## config.mk

```make
export PLATFORM = sky130hd
export DESIGN_NAME = fetchTop
export DESIGN_NICKNAME = d
export VERILOG_FILES = /design/src/verilog/fetchPkg.sv /design/src/verilog/fetchPc.sv /design/src/verilog/pcFile.sv /design/src/verilog/icacheArray.sv /design/src/verilog/fillControl.sv /design/src/verilog/fillCounter.sv /design/src/verilog/fetchTop.sv
export SDC_FILE = /design/constraint.sdc
export NUM_CORES = 2
export LEC_CHECK = 0
export ABC_AREA = 0
export CAP_MARGIN = 20
export CORE_ASPECT_RATIO = 0.9
export CORE_MARGIN = 4
export CORE_UTILIZATION = 60
export CTS_BUF_LIST = sky130_fd_sc_hd__clkbuf_16
export CTS_CLUSTER_DIAMETER = 60
export DETAILED_ROUTE_END_ITERATION = 8
export DONT_BUFFER_PORTS = 1
export PLACE_DENSITY_LB_ADDON = 0.1
export SKIP_LAST_GASP = 1
export SLEW_MARGIN = 0
export SYNTH_ARGS = -nofsm -noshare
export SYNTH_HDL_FRONTEND = slang
export SYNTH_HIERARCHICAL = 1
export SYNTH_SLANG_ARGS = --single-unit
```

## constraint.sdc

```tcl
create_clock -name clk -period 9.4 [get_ports clk]
set_input_delay 0.47 -clock clk [delete_from_list [all_inputs] [get_ports clk]]
set_output_delay 0.47 -clock clk [all_outputs]
set_load 0.03 [all_outputs]
```

## src/verilog/fetchPkg.sv

```systemverilog
package fetchPkg;

    localparam int SLOTS = 4; // instructions per fetch block and per cache line

    typedef logic [3:0] FetchId_t;

    // prediction for the block currently being looked up
    typedef enum logic [1:0] {
        PRED_NONE,
        PRED_NOT_TAKEN,
        PRED_TAKEN,
        PRED_JUMP
    } predKind_t;

    typedef enum logic [2:0] {
        FILL_IDLE,
        FILL_SETUP,
        FILL_ACCESS,
        FILL_WRITE,
        FILL_DONE
    } fillState_t;

    typedef struct packed {
        predKind_t kind;
        logic [1:0] srcSlot;
        logic [31:0] target;
    } BranchPred_t;

    // restart fetch after the given fetch id
    typedef struct packed {
        logic valid;
        logic [31:0] pc;
        FetchId_t fetchId;
    } Redirect_t;

    typedef struct packed {
        logic [29:0] pc; // word address of the block
        logic predTaken;
        logic [1:0] branchSlot;
    } PcFileEntry_t;

    typedef struct packed {
        logic valid;
        logic [31:0] pc;
        logic [31:0] instr;
        FetchId_t fetchId;
        logic predTaken;
    } FetchSlot_t;

    typedef struct packed {
        logic psel;
        logic penable;
        logic [31:0] paddr;
        logic pwrite;
    } ApbReq_t;

    typedef struct packed {
        logic [31:0] prdata;
        logic pready;
    } ApbRsp_t;

endpackage

```

## src/verilog/fetchPc.sv

```systemverilog
`timescale 1ns/10ps

module fetchPc import fetchPkg::*; (
    input  logic clk,
    input  logic rst,
    input  BranchPred_t pred,
    input  Redirect_t redirect,
    input  logic ready,
    input  FetchId_t robFetchId,
    input  logic hit,
    input  logic [SLOTS-1:0][31:0] lineData,
    output logic [29:0] lookupAddr,
    output logic pcWrite,
    output FetchId_t pcWriteAddr,
    output PcFileEntry_t pcWriteData,
    output FetchSlot_t slots [SLOTS],
    output logic blockValid,
    output logic stall
);

    logic [31:0] pc;
    FetchId_t fetchId;
    logic taken;
    logic accept;
    logic [31:0] nextPc;
    FetchSlot_t nextSlots [SLOTS];

    assign lookupAddr = pc[31:2];
    assign taken = (pred.kind == PRED_TAKEN) || (pred.kind == PRED_JUMP);

    // the rob still holds this fetch id, so fetching on would overwrite its pc file entry
    assign stall = !hit || (robFetchId == fetchId);
    assign accept = !rst && !redirect.valid && hit && ready && (robFetchId != fetchId);

    assign nextPc = taken ? {pred.target[31:2], 2'b00} : {pc[31:4] + 28'd1, 4'b0000};

    assign pcWrite = accept;
    assign pcWriteAddr = fetchId;
    assign pcWriteData = '{pc: pc[31:2], predTaken: taken, branchSlot: pred.srcSlot};

    always_comb begin
        for (int i = 0; i < SLOTS; i++) begin
            nextSlots[i].pc = {pc[31:4], 2'(i), 2'b00};
            nextSlots[i].instr = lineData[i];
            nextSlots[i].fetchId = fetchId;
            // words before the entry point and after a taken branch are dropped
            nextSlots[i].valid = (2'(i) >= pc[3:2]) && (!taken || 2'(i) <= pred.srcSlot);
            nextSlots[i].predTaken = taken && (2'(i) == pred.srcSlot);
        end
    end

    always_ff @(posedge clk) begin
        if (rst) begin
            pc <= '0;
            fetchId <= '0;
            blockValid <= 1'b0;
        end else if (redirect.valid) begin
            pc <= {redirect.pc[31:2], 2'b00};
            fetchId <= redirect.fetchId + 4'd1;
            blockValid <= 1'b0;
        end else if (accept) begin
            pc <= nextPc;
            fetchId <= fetchId + 4'd1;
            blockValid <= 1'b1;
        end else begin
            blockValid <= 1'b0; // slots keep their last contents
        end
    end

    always_ff @(posedge clk) begin
        if (accept) begin
            slots <= nextSlots;
        end
    end

endmodule

```

## src/verilog/pcFile.sv

```systemverilog
`timescale 1ns/10ps

module pcFile import fetchPkg::*; (
    input  logic clk,
    input  logic wen,
    input  FetchId_t waddr,
    input  PcFileEntry_t wdata,
    input  FetchId_t raddr0,
    input  FetchId_t raddr1,
    output PcFileEntry_t rdata0,
    output PcFileEntry_t rdata1
);

    // one entry per fetch id in flight
    PcFileEntry_t entries [16];

    always_ff @(posedge clk) begin
        if (wen) begin
            entries[waddr] <= wdata;
        end
    end

    assign rdata0 = entries[raddr0];
    assign rdata1 = entries[raddr1];

endmodule

```

## src/verilog/icacheArray.sv

```systemverilog
`timescale 1ns/10ps

module icacheArray import fetchPkg::*; #(
    parameter int NUM_LINES = 8
) (
    input  logic clk,
    input  logic rst,
    input  logic [29:0] lookupAddr,
    input  logic fillWen,
    input  logic [27:0] fillLine,
    input  logic [1:0] fillWord,
    input  logic [31:0] fillData,
    input  logic tagWen,
    output logic hit,
    output logic [SLOTS-1:0][31:0] lineData
);

    localparam int IDX_W = $clog2(NUM_LINES);
    localparam int TAG_W = 28 - IDX_W;

    logic [NUM_LINES-1:0] valid;
    logic [TAG_W-1:0] tags [NUM_LINES];
    logic [SLOTS-1:0][31:0] lines [NUM_LINES];

    logic [IDX_W-1:0] lookupIdx;
    logic [TAG_W-1:0] lookupTag;
    logic [IDX_W-1:0] fillIdx;

    // word address splits into tag, index and a 2-bit word offset
    assign lookupIdx = lookupAddr[IDX_W+1:2];
    assign lookupTag = lookupAddr[29:IDX_W+2];
    assign fillIdx = fillLine[IDX_W-1:0];

    assign hit = valid[lookupIdx] && (tags[lookupIdx] == lookupTag);
    assign lineData = lines[lookupIdx];

    always_ff @(posedge clk) begin
        if (rst) begin
            valid <= '0;
        end else if (tagWen) begin
            valid[fillIdx] <= 1'b1;
        end else if (fillWen) begin
            valid[fillIdx] <= 1'b0; // line holds mixed data until the fill completes
        end
    end

    always_ff @(posedge clk) begin
        if (fillWen) begin
            lines[fillIdx][fillWord] <= fillData;
        end
        if (tagWen) begin
            tags[fillIdx] <= fillLine[27:IDX_W];
        end
    end

endmodule

```

## src/verilog/fillControl.sv

```systemverilog
`timescale 1ns/10ps

module fillControl import fetchPkg::*; (
    input  logic clk,
    input  logic rst,
    input  logic hit,
    input  logic [29:0] lookupAddr,
    input  logic [1:0] beat,
    input  logic [31:0] beatAddr,
    input  logic lastBeat,
    input  ApbRsp_t apbRsp,
    output ApbReq_t apbReq,
    output logic beatAdvance,
    output logic counterClear,
    output logic fillWen,
    output logic [27:0] fillLine,
    output logic [1:0] fillWord,
    output logic [31:0] fillData,
    output logic tagWen
);

    fillState_t state;
    logic [27:0] missLine;
    logic beatDone;

    assign beatDone = (state == FILL_ACCESS) && apbRsp.pready;

    // read-only master, one transfer per beat
    assign apbReq.psel = (state == FILL_SETUP) || (state == FILL_ACCESS);
    assign apbReq.penable = (state == FILL_ACCESS);
    assign apbReq.paddr = beatAddr;
    assign apbReq.pwrite = 1'b0;

    assign counterClear = (state == FILL_IDLE);
    assign beatAdvance = beatDone;
    assign fillWen = beatDone;
    assign fillWord = beat;
    assign fillData = apbRsp.prdata;
    assign fillLine = missLine;
    assign tagWen = (state == FILL_WRITE);

    always_ff @(posedge clk) begin
        if (rst) begin
            state <= FILL_IDLE;
        end else begin
            case (state)
                FILL_IDLE: begin
                    if (!hit) begin
                        state <= FILL_SETUP;
                    end
                end
                FILL_SETUP: state <= FILL_ACCESS;
                FILL_ACCESS: begin
                    if (apbRsp.pready) begin
                        state <= lastBeat ? FILL_WRITE : FILL_SETUP;
                    end
                end
                FILL_WRITE: state <= FILL_DONE;
                FILL_DONE: state <= FILL_IDLE;
                default: state <= FILL_IDLE;
            endcase
        end
    end

    // the missing line is latched so a redirect mid-fill cannot change the target
    always_ff @(posedge clk) begin
        if (state == FILL_IDLE && !hit) begin
            missLine <= lookupAddr[29:2];
        end
    end

endmodule

```

## src/verilog/fillCounter.sv

```systemverilog
`timescale 1ns/10ps

module fillCounter (
    input  logic clk,
    input  logic rst,
    input  logic clear,
    input  logic advance,
    input  logic [27:0] lineBase,
    output logic [1:0] beat,
    output logic [31:0] beatAddr,
    output logic lastBeat
);

    always_ff @(posedge clk) begin
        if (rst || clear) begin
            beat <= 2'd0;
        end else if (advance) begin
            beat <= beat + 2'd1;
        end
    end

    assign beatAddr = {lineBase, beat, 2'b00}; // byte address of the current word
    assign lastBeat = (beat == 2'd3);

endmodule

```

## src/verilog/fetchTop.sv

```systemverilog
`timescale 1ns/10ps

module fetchTop import fetchPkg::*; #(
    parameter int NUM_LINES = 8
) (
    input  logic clk,
    input  logic rst,
    input  BranchPred_t pred,
    input  Redirect_t redirect,
    input  logic ready,
    input  FetchId_t robFetchId,
    input  FetchId_t pcReadAddr0,
    input  FetchId_t pcReadAddr1,
    output PcFileEntry_t pcReadData0,
    output PcFileEntry_t pcReadData1,
    output FetchSlot_t slots [SLOTS],
    output logic blockValid,
    output logic stall,
    output ApbReq_t apbReq,
    input  ApbRsp_t apbRsp
);

    logic [29:0] lookupAddr;
    logic hit;
    logic [SLOTS-1:0][31:0] lineData;
    logic pcWrite;
    FetchId_t pcWriteAddr;
    PcFileEntry_t pcWriteData;
    logic [1:0] beat;
    logic [31:0] beatAddr;
    logic lastBeat;
    logic beatAdvance;
    logic counterClear;
    logic fillWen;
    logic [27:0] fillLine;
    logic [1:0] fillWord;
    logic [31:0] fillData;
    logic tagWen;

    fetchPc fetchPc_inst (
        .clk(clk),
        .rst(rst),
        .pred(pred),
        .redirect(redirect),
        .ready(ready),
        .robFetchId(robFetchId),
        .hit(hit),
        .lineData(lineData),
        .lookupAddr(lookupAddr),
        .pcWrite(pcWrite),
        .pcWriteAddr(pcWriteAddr),
        .pcWriteData(pcWriteData),
        .slots(slots),
        .blockValid(blockValid),
        .stall(stall)
    );

    pcFile pcFile_inst (
        .clk(clk),
        .wen(pcWrite),
        .waddr(pcWriteAddr),
        .wdata(pcWriteData),
        .raddr0(pcReadAddr0),
        .raddr1(pcReadAddr1),
        .rdata0(pcReadData0),
        .rdata1(pcReadData1)
    );

    icacheArray #(
        .NUM_LINES(NUM_LINES)
    ) icacheArray_inst (
        .clk(clk),
        .rst(rst),
        .lookupAddr(lookupAddr),
        .fillWen(fillWen),
        .fillLine(fillLine),
        .fillWord(fillWord),
        .fillData(fillData),
        .tagWen(tagWen),
        .hit(hit),
        .lineData(lineData)
    );

    fillControl fillControl_inst (
        .clk(clk),
        .rst(rst),
        .hit(hit),
        .lookupAddr(lookupAddr),
        .beat(beat),
        .beatAddr(beatAddr),
        .lastBeat(lastBeat),
        .apbRsp(apbRsp),
        .apbReq(apbReq),
        .beatAdvance(beatAdvance),
        .counterClear(counterClear),
        .fillWen(fillWen),
        .fillLine(fillLine),
        .fillWord(fillWord),
        .fillData(fillData),
        .tagWen(tagWen)
    );

    fillCounter fillCounter_inst (
        .clk(clk),
        .rst(rst),
        .clear(counterClear),
        .advance(beatAdvance),
        .lineBase(fillLine),
        .beat(beat),
        .beatAddr(beatAddr),
        .lastBeat(lastBeat)
    );

endmodule

```

==> impl_results.md <==
* FF-to-FF Start: fetchPc_inst/pc[6]$_SDFFE_PP0P_
* ANT nets after route at 0
* Synth top area cells: edfxtp_1, mux4_2, buf_4
* Clk sinks at 1,996
* Crit path DAT at 7.30 ns
* Row count at 127
* Via count at 39,372
* CTS Buffer Depth at 3
* R2R setup slack at 2.59 ns
* Slew at the pin with the worst max-slew slack at 1.17 ns
* Core Util, Final at 67.0%
* Cell variety after synth at 78
* WHS Endpoint: fetchPc_inst/pc[28]$_SDFFE_PP0P_
* Slowest cell on the critical path: nor2_4
* Crit path cell chain: buf_4 > mux4_2 > mux2i_1 > xnor2_1 > nor4_1 > and4_1 > o41a_1 > buf_4 > nand3_1 > inv_8 > or3b_2 > nor2_4 > buf_4
* TritonRoute pass-1 iters at 6
* # H-tree levels at 4
* Synth Warn # at 6
* Vias/cell at 6.76
* End of the worst register-to-register path: pcFile_inst/entries[2][30]$_DFFE_PP_
* Post-CTS Resized at 0
* Post-DP HPWL at 107,000 um
* CTS tree: yes
* First-pass GRT wire length at 282,000 um
* Hold path cells at 3
* VDD IR max at 0.000162 V
* CP Class: flop to flop
* Hold Vio Cnt, Final at 0
* Startpoint types: flop
* Pleak at 28.1 nW
* CP Launch Point: fetchPc_inst/pc[6]$_SDFFE_PP0P_
* Max FO, Critical Path at 77
* Routed len/inst at 33.5 um
* Total CTS buffers at 192
* Die area at 0.141 mm^2
* Register clock-pin slew on the reported worst setup and hold paths at 0.06 ns
* Setup violations, final at 0
* WHS at 0.0589 ns
* Clock Latency Late Sink at 0.80 ns
* Most used flip-flop cell after synthesis: edfxtp_1
* Setup_tns at 0 ns
* Number of port buffers at 0
* R2R depth at 13
* Post-Route WL at 195,000 um
* Setup Skew at 0.0225 ns
* Fin crit share at 72.5%
* Mapped cell area at 0.0813 mm^2
* Vias in the first global route at 40,623
* Crit path capture type: flop
* Nets at 3,982
* Area Growth Syn to Fin at 10.4%
* Max Slew Vio Count at 0
* Initial antenna violation count at 7
* Worst Path Required at 9.89 ns
* CP most frequent cell: buf_4
* Initial DRC count at 4,698
* Worst rel slew slack at 22.0%
* Commonest cells in the netlist: edfxtp_1, mux4_2, buf_4, a22oi_1, mux2_2
* Non-filler cells, final at 5,826
* Starting Density at 60.7%
* Seq cells post-synth at 1,996
* Core Footprint at 0.134 mm^2
* Min cycle time layout at 6.81 ns
* Cells after DPL at 5,349
* Die span in y at 357 um
* Gpl congestion at 0.810
* Max-Cap Viols at 0
* Outcome: finished clean
* Cells after Synth at 3,908
* Syn_area_per_cell at 20.8 um^2
* Top delay family on crit path: simple AND/OR/NAND/NOR gates
* Synth top area share at 71.9%
* Overflow after GRT at 0
* DRC Markers at 0
* Layout cells sized above 1 at 29.6%
* WP buf/inv at 4
* GRT Resource Usage Total at 27.8%
* Largest net degree at the start of global routing at 133
* Seq/Total Area, Yosys at 73.1%
* Clock root cell: clkbuf_16
* I/O Pins at 504
* Die width at 396 um
* Slowest stage delay, CP at 0.91 ns
* Hold Path Origin: redirect[36]
* EDFF count, synth at 1,948
* Async S/R FF share, synth at 0%
* Pwr per Cell Area at 209 mW/mm^2
* RSZ-0062 raised after global routing: false
* Top cell type by total area after synthesis: edfxtp_1
* Min-delay worst type: primary input to flop
* Peak Freq at 147 MHz
* Pwr Total at 0.0188 W
* Most frequent cell after synthesis: edfxtp_1
## worst register-to-register path: cells and delay by family, from the launching register on
family	cells	cell delay, ns
and+or+nand+nor	5	2.77
buffers and inverters	4	1.96
DFF	1	0.84
muxes	2	0.60
AOI/OAI and AO/OA	1	0.21
xor gates and xnor gates	1	0.13
## power by group
| part | switching (W) | internal [W] |
|---|---|---|
| Sequential | 0.000142 | 0.00986 |
| Clock | 0.00324 | 0.00448 |
| Combinational | 0.000618 | 0.000440 |
| Total | 0.00400 | 0.0148 |
## how the worst max path moves through the flow
stage                                      endpoint  depth (start not counted)
6_report       pcFile_inst/entries[2][30]$_DFFE_PP_                         13
5_1_grt        pcFile_inst/entries[2][25]$_DFFE_PP_                         13
3_3_place_gp    pcFile_inst/entries[2][4]$_DFFE_PP_                         13
2_1_floorplan   pcFile_inst/entries[0][0]$_DFFE_PP_                         15
4_1_cts         pcFile_inst/entries[2][1]$_DFFE_PP_                         13
3_5_place_dp    pcFile_inst/entries[2][4]$_DFFE_PP_                         13
## layout by cell type, fill, tap and decap left out, types with 44 or more instances in the layout
master / Yosys / final
mux4_2: 550 / 550
a22oi_1: 151 / 151
clkbuf_16: 0 / 195
mux2i_1: 49 / 49
nand2_1: 114 / 114
mux2_2: 129 / 129
nor2_1: 90 / 44
nor2_4: 0 / 46
buf_4: 283 / 103
dlygate4sd3_1: 0 / 82
inv_1: 11 / 46
edfxtp_1: 1948 / 1948
dfxtp_1: 48 / 45
## cell type report
type / count / area, um^2
Inverter: 13 / 56.3
Fill cell: 8410 / 44200
Sequential cell: 1996 / 59500
Antenna cell: 2 / 5.00
Timing Repair Buffer: 228 / 2480
Tap cell: 1806 / 2260
Clock buffer: 195 / 4880
Clock inverter: 159 / 1500
Multi-Input combinational cell: 1427 / 19100
## logic make-up (layout without fill, tap and decap cells)
kind of cell / after synthesis / after routing / synth area share [%]
compound gates: 290 / 290 / 2.56
xor+xnor: 33 / 33 / 0.355
fa+ha+maj: 3 / 3 / 0.0462
buf+inv: 500 / 595 / 3.95
flops: 1996 / 1996 / 73.1
mux: 737 / 737 / 17.9
other cells: 4 / 21 / 0.0185
simple gates: 345 / 345 / 2.05
## flip-flops by register name, indices dropped and copies added, names as in the netlist, named ones only
register,count
fetchPc_inst/pcWriteAddr,4
icacheArray_inst/lines,1024
icacheArray_inst/tags,200
fillControl_inst/state,3
pcFile_inst/entries,528
fetchPc_inst/slots,168
fillControl_inst/fillLine,28
fillCounter_inst/beat,2
fetchPc_inst/blockValid,1
fetchPc_inst/pc,30
## layer usage
layer / global-route usage (%) / wire length (um)
met1: 41.1 / 78300
met2: 42.9 / 93000
met3: 6.31 / 19200
met4: 7.38 / 4580
met5: 0 / 13
## per-stage QoR
stage | cell area, um^2 | setup WS, ns
finish | 89800 | 2.59
global route | 89800 | 2.32
CTS | 89700 | 2.52
detailed placement | 81700 | 2.54
global placement | 81700 | 2.68
floorplan | 81400 | 1.45
## timing repair
item                                    4_1_cts  5_1_grt
hold buffers                                117        0
hold endpoints to repair                   1126        0
endpoints found under the setup margin        0        0
setup buffers                                 0        0
No activity file was read; power rests on OpenSTA's default activity.
